--- config.mk ---
export PLATFORM = sky130hd
export DESIGN_NAME = video_compositor
export DESIGN_NICKNAME = d
export VERILOG_FILES = /design/src/verilog/vcomp_pkg.sv /design/src/verilog/video_stream_if.sv /design/src/verilog/video_compositor.sv /design/src/verilog/frame_monitor.sv /design/src/verilog/layer_blender.sv
export SDC_FILE = /design/constraint.sdc
export NUM_CORES = 2
export LEC_CHECK = 0
export BUFFER_PORTS_ARGS = -buffer_cell sky130_fd_sc_hd__clkbuf_2
export CORE_UTILIZATION = 40
export DETAILED_ROUTE_END_ITERATION = 12
export PLACE_DENSITY = 0.64
export SETUP_SLACK_MARGIN = 0.05
export SYNTH_ARGS = -nofsm -noshare
export SYNTH_HDL_FRONTEND = slang
export SYNTH_HIERARCHICAL = 1
export SYNTH_SLANG_ARGS = --single-unit
--- constraint.sdc ---
create_clock -name clk -period 35.5 [get_ports clk]
set_input_delay 10.65 -clock clk [delete_from_list [all_inputs] [get_ports clk]]
set_output_delay 10.65 -clock clk [all_outputs]
set_load 0.02 [all_outputs]
--- src/verilog/vcomp_pkg.sv ---
package vcomp_pkg;

	// Channel and alpha widths
	localparam int CHN_WIDTH   = 8;
	localparam int ALPHA_WIDTH = 8;

	// Composited pixel is RGB
	localparam int OUT_CHN = 3;

	// User bit 0 is start of frame, bit k+1 marks layer k as needed
	localparam int NUM_LAYERS = 2;

	// Monitor counters
	localparam int COUNT_WIDTH = 12;

	// Channel 0 sits in the low byte
	typedef logic [OUT_CHN-1:0][CHN_WIDTH-1:0] rgb_t;

	// Colour low, alpha on top
	typedef struct packed {
		logic [ALPHA_WIDTH-1:0] alpha;
		rgb_t                   color;
	} layer_pix_t;

endpackage
--- src/verilog/video_stream_if.sv ---
`timescale 1ns/1ps

interface video_stream_if #(
	parameter int DATA_WIDTH = 24,
	parameter int USER_WIDTH = 1
);
	logic                  valid;
	logic [DATA_WIDTH-1:0] data;
	logic [USER_WIDTH-1:0] user;
	logic                  last;
	logic                  ready;

	// Producer side
	modport source (
		output valid,
		output data,
		output user,
		output last,
		input  ready
	);

	// Consumer side
	modport sink (
		input  valid,
		input  data,
		input  user,
		input  last,
		output ready
	);

endinterface

--- src/verilog/video_compositor.sv ---
`timescale 1ns/1ps

module video_compositor (
	input  logic                                   clk,
	input  logic                                   resetn,

	// Gray base stream
	input  logic                                   base_valid,
	input  logic [vcomp_pkg::CHN_WIDTH-1:0]        base_data,
	input  logic [vcomp_pkg::NUM_LAYERS:0]         base_user,
	input  logic                                   base_last,
	output logic                                   base_ready,

	// Overlay layers
	input  logic [vcomp_pkg::NUM_LAYERS-1:0]       layer_valid,
	input  vcomp_pkg::layer_pix_t [vcomp_pkg::NUM_LAYERS-1:0] layer_data,
	input  logic [vcomp_pkg::NUM_LAYERS-1:0]       layer_enable,
	output logic [vcomp_pkg::NUM_LAYERS-1:0]       layer_ready,

	// Composited output
	output logic                                   out_valid,
	output vcomp_pkg::rgb_t                        out_data,
	output logic                                   out_sof,
	output logic                                   out_last,
	input  logic                                   out_ready,

	// Frame statistics
	output logic [vcomp_pkg::COUNT_WIDTH-1:0]      frame_width,
	output logic [vcomp_pkg::COUNT_WIDTH-1:0]      frame_height,
	output logic [vcomp_pkg::NUM_LAYERS-1:0][vcomp_pkg::COUNT_WIDTH-1:0] layer_beats
);
	import vcomp_pkg::*;

	localparam int RGB_W = CHN_WIDTH * OUT_CHN;

	video_stream_if #(.DATA_WIDTH(CHN_WIDTH), .USER_WIDTH(NUM_LAYERS + 1)) base_if ();
	video_stream_if #(.DATA_WIDTH(RGB_W), .USER_WIDTH(NUM_LAYERS)) mid_if ();
	video_stream_if #(.DATA_WIDTH(RGB_W), .USER_WIDTH(NUM_LAYERS - 1)) out_if ();

	logic                  base_fire;
	logic [NUM_LAYERS-1:0] layer_fire;

	//////////////////////////////
	// Stream wrapping
	//////////////////////////////

	assign base_if.valid = base_valid;
	assign base_if.data  = base_data;
	assign base_if.user  = base_user;
	assign base_if.last  = base_last;
	assign base_ready    = base_if.ready;

	assign out_valid    = out_if.valid;
	assign out_data     = out_if.data;
	assign out_sof      = out_if.user[0];
	assign out_last     = out_if.last;
	assign out_if.ready = out_ready;

	//////////////////////////////
	// Blend cascade
	//////////////////////////////

	// Gray in, layer 0 over it
	layer_blender #(
		.BASE_CHN  (1),
		.NEED_WIDTH(NUM_LAYERS + 1)
	) u_blend0 (
		.clk         (clk),
		.resetn      (resetn),
		.base        (base_if.sink),
		.layer_valid (layer_valid[0]),
		.layer_data  (layer_data[0]),
		.layer_enable(layer_enable[0]),
		.layer_ready (layer_ready[0]),
		.out         (mid_if.source)
	);

	// Layer 1 on top
	layer_blender #(
		.BASE_CHN  (OUT_CHN),
		.NEED_WIDTH(NUM_LAYERS)
	) u_blend1 (
		.clk         (clk),
		.resetn      (resetn),
		.base        (mid_if.sink),
		.layer_valid (layer_valid[1]),
		.layer_data  (layer_data[1]),
		.layer_enable(layer_enable[1]),
		.layer_ready (layer_ready[1]),
		.out         (out_if.source)
	);

	//////////////////////////////
	// Frame statistics
	//////////////////////////////

	assign base_fire  = base_valid & base_ready;
	assign layer_fire = layer_valid & layer_ready;

	frame_monitor u_monitor (
		.clk         (clk),
		.resetn      (resetn),
		.base_fire   (base_fire),
		.base_sof    (base_user[0]),
		.base_last   (base_last),
		.layer_fire  (layer_fire),
		.frame_width (frame_width),
		.frame_height(frame_height),
		.layer_beats (layer_beats)
	);

endmodule

--- src/verilog/frame_monitor.sv ---
`timescale 1ns/1ps

module frame_monitor (
	input  logic                                   clk,
	input  logic                                   resetn,
	input  logic                                   base_fire,
	input  logic                                   base_sof,
	input  logic                                   base_last,
	input  logic [vcomp_pkg::NUM_LAYERS-1:0]       layer_fire,
	output logic [vcomp_pkg::COUNT_WIDTH-1:0]      frame_width,
	output logic [vcomp_pkg::COUNT_WIDTH-1:0]      frame_height,
	output logic [vcomp_pkg::NUM_LAYERS-1:0][vcomp_pkg::COUNT_WIDTH-1:0] layer_beats
);
	import vcomp_pkg::*;

	logic [COUNT_WIDTH-1:0]                 col_cnt;
	logic [COUNT_WIDTH-1:0]                 line_cnt;
	logic [NUM_LAYERS-1:0][COUNT_WIDTH-1:0] beat_cnt;
	logic                                   sof_fire;

	assign sof_fire = base_fire & base_sof;

	//////////////////////////////
	// Line geometry
	//////////////////////////////

	// Width is taken at every line end
	always_ff @(posedge clk) begin
		if (resetn == 1'b0) begin
			col_cnt     <= '0;
			frame_width <= '0;
		end else if (base_fire) begin
			if (base_last) begin
				col_cnt     <= '0;
				frame_width <= col_cnt + COUNT_WIDTH'(1);
			end else begin
				col_cnt <= col_cnt + COUNT_WIDTH'(1);
			end
		end
	end

	// Start beat closes the old frame and counts toward the new one
	always_ff @(posedge clk) begin
		if (resetn == 1'b0) begin
			line_cnt     <= '0;
			frame_height <= '0;
		end else if (sof_fire) begin
			frame_height <= line_cnt;
			line_cnt     <= base_last ? COUNT_WIDTH'(1) : '0;
		end else if (base_fire && base_last) begin
			line_cnt <= line_cnt + COUNT_WIDTH'(1);
		end
	end

	//////////////////////////////
	// Layer beats per frame
	//////////////////////////////

	always_ff @(posedge clk) begin
		if (resetn == 1'b0) begin
			beat_cnt    <= '0;
			layer_beats <= '0;
		end else begin
			for (int k = 0; k < NUM_LAYERS; k++) begin
				if (sof_fire) begin
					layer_beats[k] <= beat_cnt[k];
					beat_cnt[k]    <= layer_fire[k] ? COUNT_WIDTH'(1) : '0;
				end else if (layer_fire[k]) begin
					beat_cnt[k] <= beat_cnt[k] + COUNT_WIDTH'(1);
				end
			end
		end
	end

endmodule

--- src/verilog/layer_blender.sv ---
`timescale 1ns/1ps

module layer_blender #(
	parameter int BASE_CHN   = 1,
	parameter int NEED_WIDTH = 3
) (
	input  logic                  clk,
	input  logic                  resetn,
	video_stream_if.sink          base,
	input  logic                  layer_valid,
	input  vcomp_pkg::layer_pix_t layer_data,
	input  logic                  layer_enable,
	output logic                  layer_ready,
	video_stream_if.source        out
);
	import vcomp_pkg::*;

	localparam int DELAY    = 3;
	localparam int PROD_W   = CHN_WIDTH + ALPHA_WIDTH;
	localparam int OUT_USER = NEED_WIDTH - 1;

	logic adv;
	logic need;
	logic in_valid;

	logic [DELAY-1:0]                vld_q;
	logic [DELAY-1:0]                last_q;
	logic [DELAY-1:0][OUT_USER-1:0]  user_q;
	logic [OUT_USER-1:0]             user_in;

	logic [BASE_CHN-1:0][CHN_WIDTH-1:0] base_d0;
	logic [ALPHA_WIDTH-1:0]             nalpha_d0;
	logic [OUT_CHN-1:0][PROD_W-1:0]     lay_mul_d0;
	logic [BASE_CHN-1:0][PROD_W-1:0]    base_mul_d1;
	logic [OUT_CHN-1:0][PROD_W-1:0]     lay_mul_d1;
	rgb_t                               mix_d2;

	//////////////////////////////
	// Handshake
	//////////////////////////////

	// Pipeline moves when the output slot is free or being drained
	assign adv      = ~out.valid | out.ready;
	assign need     = base.user[1] & layer_enable;
	assign in_valid = base.valid & (~need | layer_valid);

	assign base.ready  = adv & in_valid;
	assign layer_ready = adv & base.valid & layer_valid & need;

	//////////////////////////////
	// Control chain
	//////////////////////////////

	// Keep start of frame, drop the consumed need bit
	assign user_in[0] = base.user[0];

	generate
		if (NEED_WIDTH > 2) begin : g_user_shift
			assign user_in[OUT_USER-1:1] = base.user[NEED_WIDTH-1:2];
		end
	endgenerate

	always_ff @(posedge clk) begin
		if (resetn == 1'b0) begin
			vld_q  <= '0;
			last_q <= '0;
			user_q <= '0;
		end else if (adv) begin
			vld_q  <= {vld_q[DELAY-2:0], in_valid};
			last_q <= {last_q[DELAY-2:0], base.last};
			user_q <= {user_q[DELAY-2:0], user_in};
		end
	end

	assign out.valid = vld_q[DELAY-1];
	assign out.last  = last_q[DELAY-1];
	assign out.user  = user_q[DELAY-1];

	//////////////////////////////
	// Blend data path
	//////////////////////////////

	// Step 1: latch base, inverted alpha
	always_ff @(posedge clk) begin
		if (adv) begin
			base_d0 <= base.data;
			if (need)
				nalpha_d0 <= ~layer_data.alpha;
			else
				nalpha_d0 <= '1;
		end
	end

	genvar c;

	// Layer product, zero when the layer is not mixed
	for (c = 0; c < OUT_CHN; c++) begin : g_layer
		always_ff @(posedge clk) begin
			if (adv) begin
				if (need)
					lay_mul_d0[c] <= PROD_W'(layer_data.color[c]) * PROD_W'(layer_data.alpha);
				else
					lay_mul_d0[c] <= '0;
				lay_mul_d1[c] <= lay_mul_d0[c];
			end
		end
	end

	// Step 2: base times inverted alpha
	for (c = 0; c < BASE_CHN; c++) begin : g_base
		always_ff @(posedge clk) begin
			if (adv)
				base_mul_d1[c] <= PROD_W'(base_d0[c]) * PROD_W'(nalpha_d0);
		end
	end

	// Step 3: sum and keep the top byte, gray fans out to all channels
	for (c = 0; c < OUT_CHN; c++) begin : g_mix
		localparam int BI = (BASE_CHN == 1) ? 0 : c;
		logic [PROD_W-1:0] sum;

		assign sum = base_mul_d1[BI] + lay_mul_d1[c];

		always_ff @(posedge clk) begin
			if (adv)
				mix_d2[c] <= sum[PROD_W-1:ALPHA_WIDTH];
		end
	end

	assign out.data = mix_d2;

endmodule

==> flow_metrics.env <==
export IMPL_drive_above_1_share_pct=7.23
export IMPL_grt_pass1_wl_um=136000
export IMPL_die_x_um=316
export IMPL_post_cts_buffers=0
export IMPL_r2r_cells=14
export IMPL_gp_congestion=0.829
export IMPL_clk_latency_ns=0.61
export IMPL_fin_cells=5231
export IMPL_drc=3
export IMPL_ys_types=78
export IMPL_ys_seq_area_share_pct=32.8
export IMPL_setup_viol=0
export IMPL_dr_pass1_iters=12
export IMPL_cts_hold_buffers=0
export IMPL_r2r_end="u_blend1/base_mul_d1[29]"
export IMPL_critPathCaptureType="primary output"
export IMPL_dp_hpwl_um=62500
export IMPL_routed_wl_um=81500
export IMPL_placed_cells=5137
export IMPL_worstSetupStartpointType="input pin"
export IMPL_tns_ns=0
export IMPL_die_h_um=316
export IMPL_cp_max_fo=133
export IMPL_core_mm2=0.0970
export IMPL_r2r_setup_slack_ns=30.40
export IMPL_vias_per_cell=5.01
export IMPL_cp_arrival_ns=13.44
export IMPL_grt_ovfl_total=0
export IMPL_cap_viol_max_count=0
export IMPL_synth_area_leaders="edfxtp_1 (27%), fa_1 (18%), ha_1 (14%)"
export IMPL_cts_htree_levels=2
export IMPL_syn_num_nets=4680
export IMPL_ant_nets=0
export IMPL_fin_crit_ns=24.09
export IMPL_postSynthAreaPerCell_um2=10.4
export IMPL_cp_slowest_cell="nor2b_1"
export IMPL_synth_common_cells="and2_1 (527), inv_1 (518), ha_1 (448)"
export IMPL_maxSlewViolCount=0
export IMPL_cp_required_ns=24.85
export IMPL_path_cells="clkbuf_2 > nor2b_1 > inv_8 > o211a_1 > nor2b_1 > buf_4 > inv_6 > and4_1 > clkbuf_2"
export IMPL_synthCells=3788
export IMPL_grt_max_degree=134
export IMPL_skew_ns=0.0356
export IMPL_synth_edf_count=352
export IMPL_async_flop_share_pct=0
export IMPL_yosysMostFrequentCell="and2_1"
export IMPL_clkSinkCount=469
export IMPL_synth_top_area_share_pct=26.9
export IMPL_cts_root_buffer="clkbuf_16"
export IMPL_ys_seq_elements=469
export IMPL_ctsResizeCount=0
export IMPL_violations="design-rule violations"
export IMPL_status="complete, but fails checks"
export IMPL_syn_to_final_growth_pct=9.55
export IMPL_clock_fmax_mhz=41.5
export IMPL_port_buffers=161
export IMPL_syn_cell_area_mm2=0.0393
export IMPL_start_util_pct=40.5
export IMPL_cts_tree="yes"
export IMPL_grt_antenna_before_repair=8
export IMPL_grt_use_total_pct=16.8
export IMPL_numCtsBuffers=52
export IMPL_critical_path_endpoint="layer_ready[0]"
export IMPL_r2r_start="u_blend1/nalpha_d0[3]"
export IMPL_synth_top_flop_cell="edfxtp_1"
export IMPL_rsz0062_at_grt="false"
export IMPL_max_slew_margin_pct=31.4
export IMPL_io_pin_count=162
export IMPL_tightest_slew_ns=1.03
export IMPL_drtIter0Drc=1232
export IMPL_clkTransAtPathRegs_ns=0.06
export IMPL_hp_class="reg2reg"
export IMPL_die_area_mm2=0.0996
export IMPL_worst_path_largest_cell_delay_ns=0.70
export IMPL_clockBufferDepth=3
export IMPL_grt_pass1_vias=26900
export IMPL_yosys_area_top_type="edfxtp_1"
export IMPL_vias=26200
export IMPL_finalNetCount=4807
export IMPL_detail_route_wl_per_cell_um=15.6
export IMPL_critPathKind="in2out"
export IMPL_final_hold_violation_count=0
export IMPL_fin_crit_sh_pct=67.9
export IMPL_crit_start="out_ready"
export IMPL_yosysWarningCount=6
export IMPL_core_rowCount=114
kinds of logic (layout without fill, tap and decap cells):
group                    after synthesis  count (layout)  share of synthesized area [%]
AO/OA/AOI/OAI                        485             485                           8.02
XOR/XNOR                             146             146                           3.25
adder cells (fa/ha/maj)              808             808                           32.6
buffers and inverters                620             786                           6.00
flip-flops                           469             469                           32.8
multiplexers                          11              11                          0.286
other                                  0               1                              0
AND/OR/NAND/NOR                     1249            1249                           17.0
worst max-delay path, delay by kind of cell:
| kind | cells | cell delay [ns] |
|---|---|---|
| AO/OA/AOI/OAI | 1 | 0.32 |
| buffers and inverters | 5 | 1.18 |
| AND/OR/NAND/NOR | 3 | 1.24 |
layout make-up:
class	count	area, um2
diodes	1	2.50
clock buffers	64	1370
clock inverters	29	290
fillers	9284	53900
inverters	521	1970
multi-input cells	2699	24000
flip-flops and latches	469	12900
well taps	1276	1600
repair buffers	172	888
flip-flops by register name, summed over array words and instances (netlist names), 16 cells and up:
register,count
u_blend0/base_mul_d1,16
u_blend1/lay_mul_d1,48
u_blend0/lay_mul_d0,48
u_blend1/out.data,24
u_monitor/beat_cnt,24
u_blend0/out.data,24
u_blend1/base_mul_d1,48
u_blend0/lay_mul_d1,48
u_blend1/base_d0,24
u_monitor/layer_beats,24
u_blend1/lay_mul_d0,48
layer usage:
metal | wire length [um] | track usage [%] | part of all wire, % | up-vias
li1 | - | - | - | 12900
met5 | 77 | 0 | 0.094 | -
met4 | 1980 | 4.70 | 2.4 | 12
met1 | 37400 | 21.9 | 46 | 12900
met2 | 39000 | 28.8 | 48 | 354
met3 | 3040 | 2.58 | 3.7 | 120
how the worst min path moves through the flow:
stage,slack [ns],depth (start not counted),to,startpoint
finish,0.39,0,u_blend1/lay_mul_d1[7],u_blend1/lay_mul_d0[7]
global route,0.39,0,u_blend1/lay_mul_d1[7],u_blend1/lay_mul_d0[7]
CTS,0.38,0,u_blend1/lay_mul_d1[7],u_blend1/lay_mul_d0[7]
detailed placement,0.40,0,u_blend0/lay_mul_d1[11],u_blend0/lay_mul_d0[11]
global placement,0.40,0,u_blend1/lay_mul_d1[38],u_blend1/lay_mul_d0[38]
floorplan,0.40,0,u_blend0/lay_mul_d1[0],u_blend0/lay_mul_d0[0]
stage by stage:
stage	setup slack (ns)	util [%]	instance area (um2)	hold slack (ns)
after floorplan	8.07	-	39300	0.400
after global placement	11.36	42.7	41400	0.402
after detailed placement	11.30	42.7	41400	0.405
after CTS	11.30	44.4	43100	0.379
after global routing	11.15	44.4	43100	0.388
final	11.41	44.4	43100	0.387
cell usage in the layout (no fill, tap or decap), types with 36 or more instances in the layout:
cell type / netlist / routed
nand3_1: 38 / 38
fa_1: 360 / 360
ha_1: 448 / 448
nor3_1: 44 / 44
clkbuf_16: 0 / 52
inv_1: 518 / 517
xnor2_1: 80 / 80
dfxtp_1: 117 / 117
nor2_1: 132 / 132
xor2_1: 66 / 66
and2_1: 527 / 527
o21ai_0: 75 / 75
edfxtp_1: 352 / 352
nand2_1: 311 / 311
clkbuf_2: 0 / 161
a21oi_1: 165 / 165
a21o_1: 36 / 36
Power is left out: the tool's default activity adds up to more than one toggle a clock period on the data nets, which glitch-free logic cannot reach.
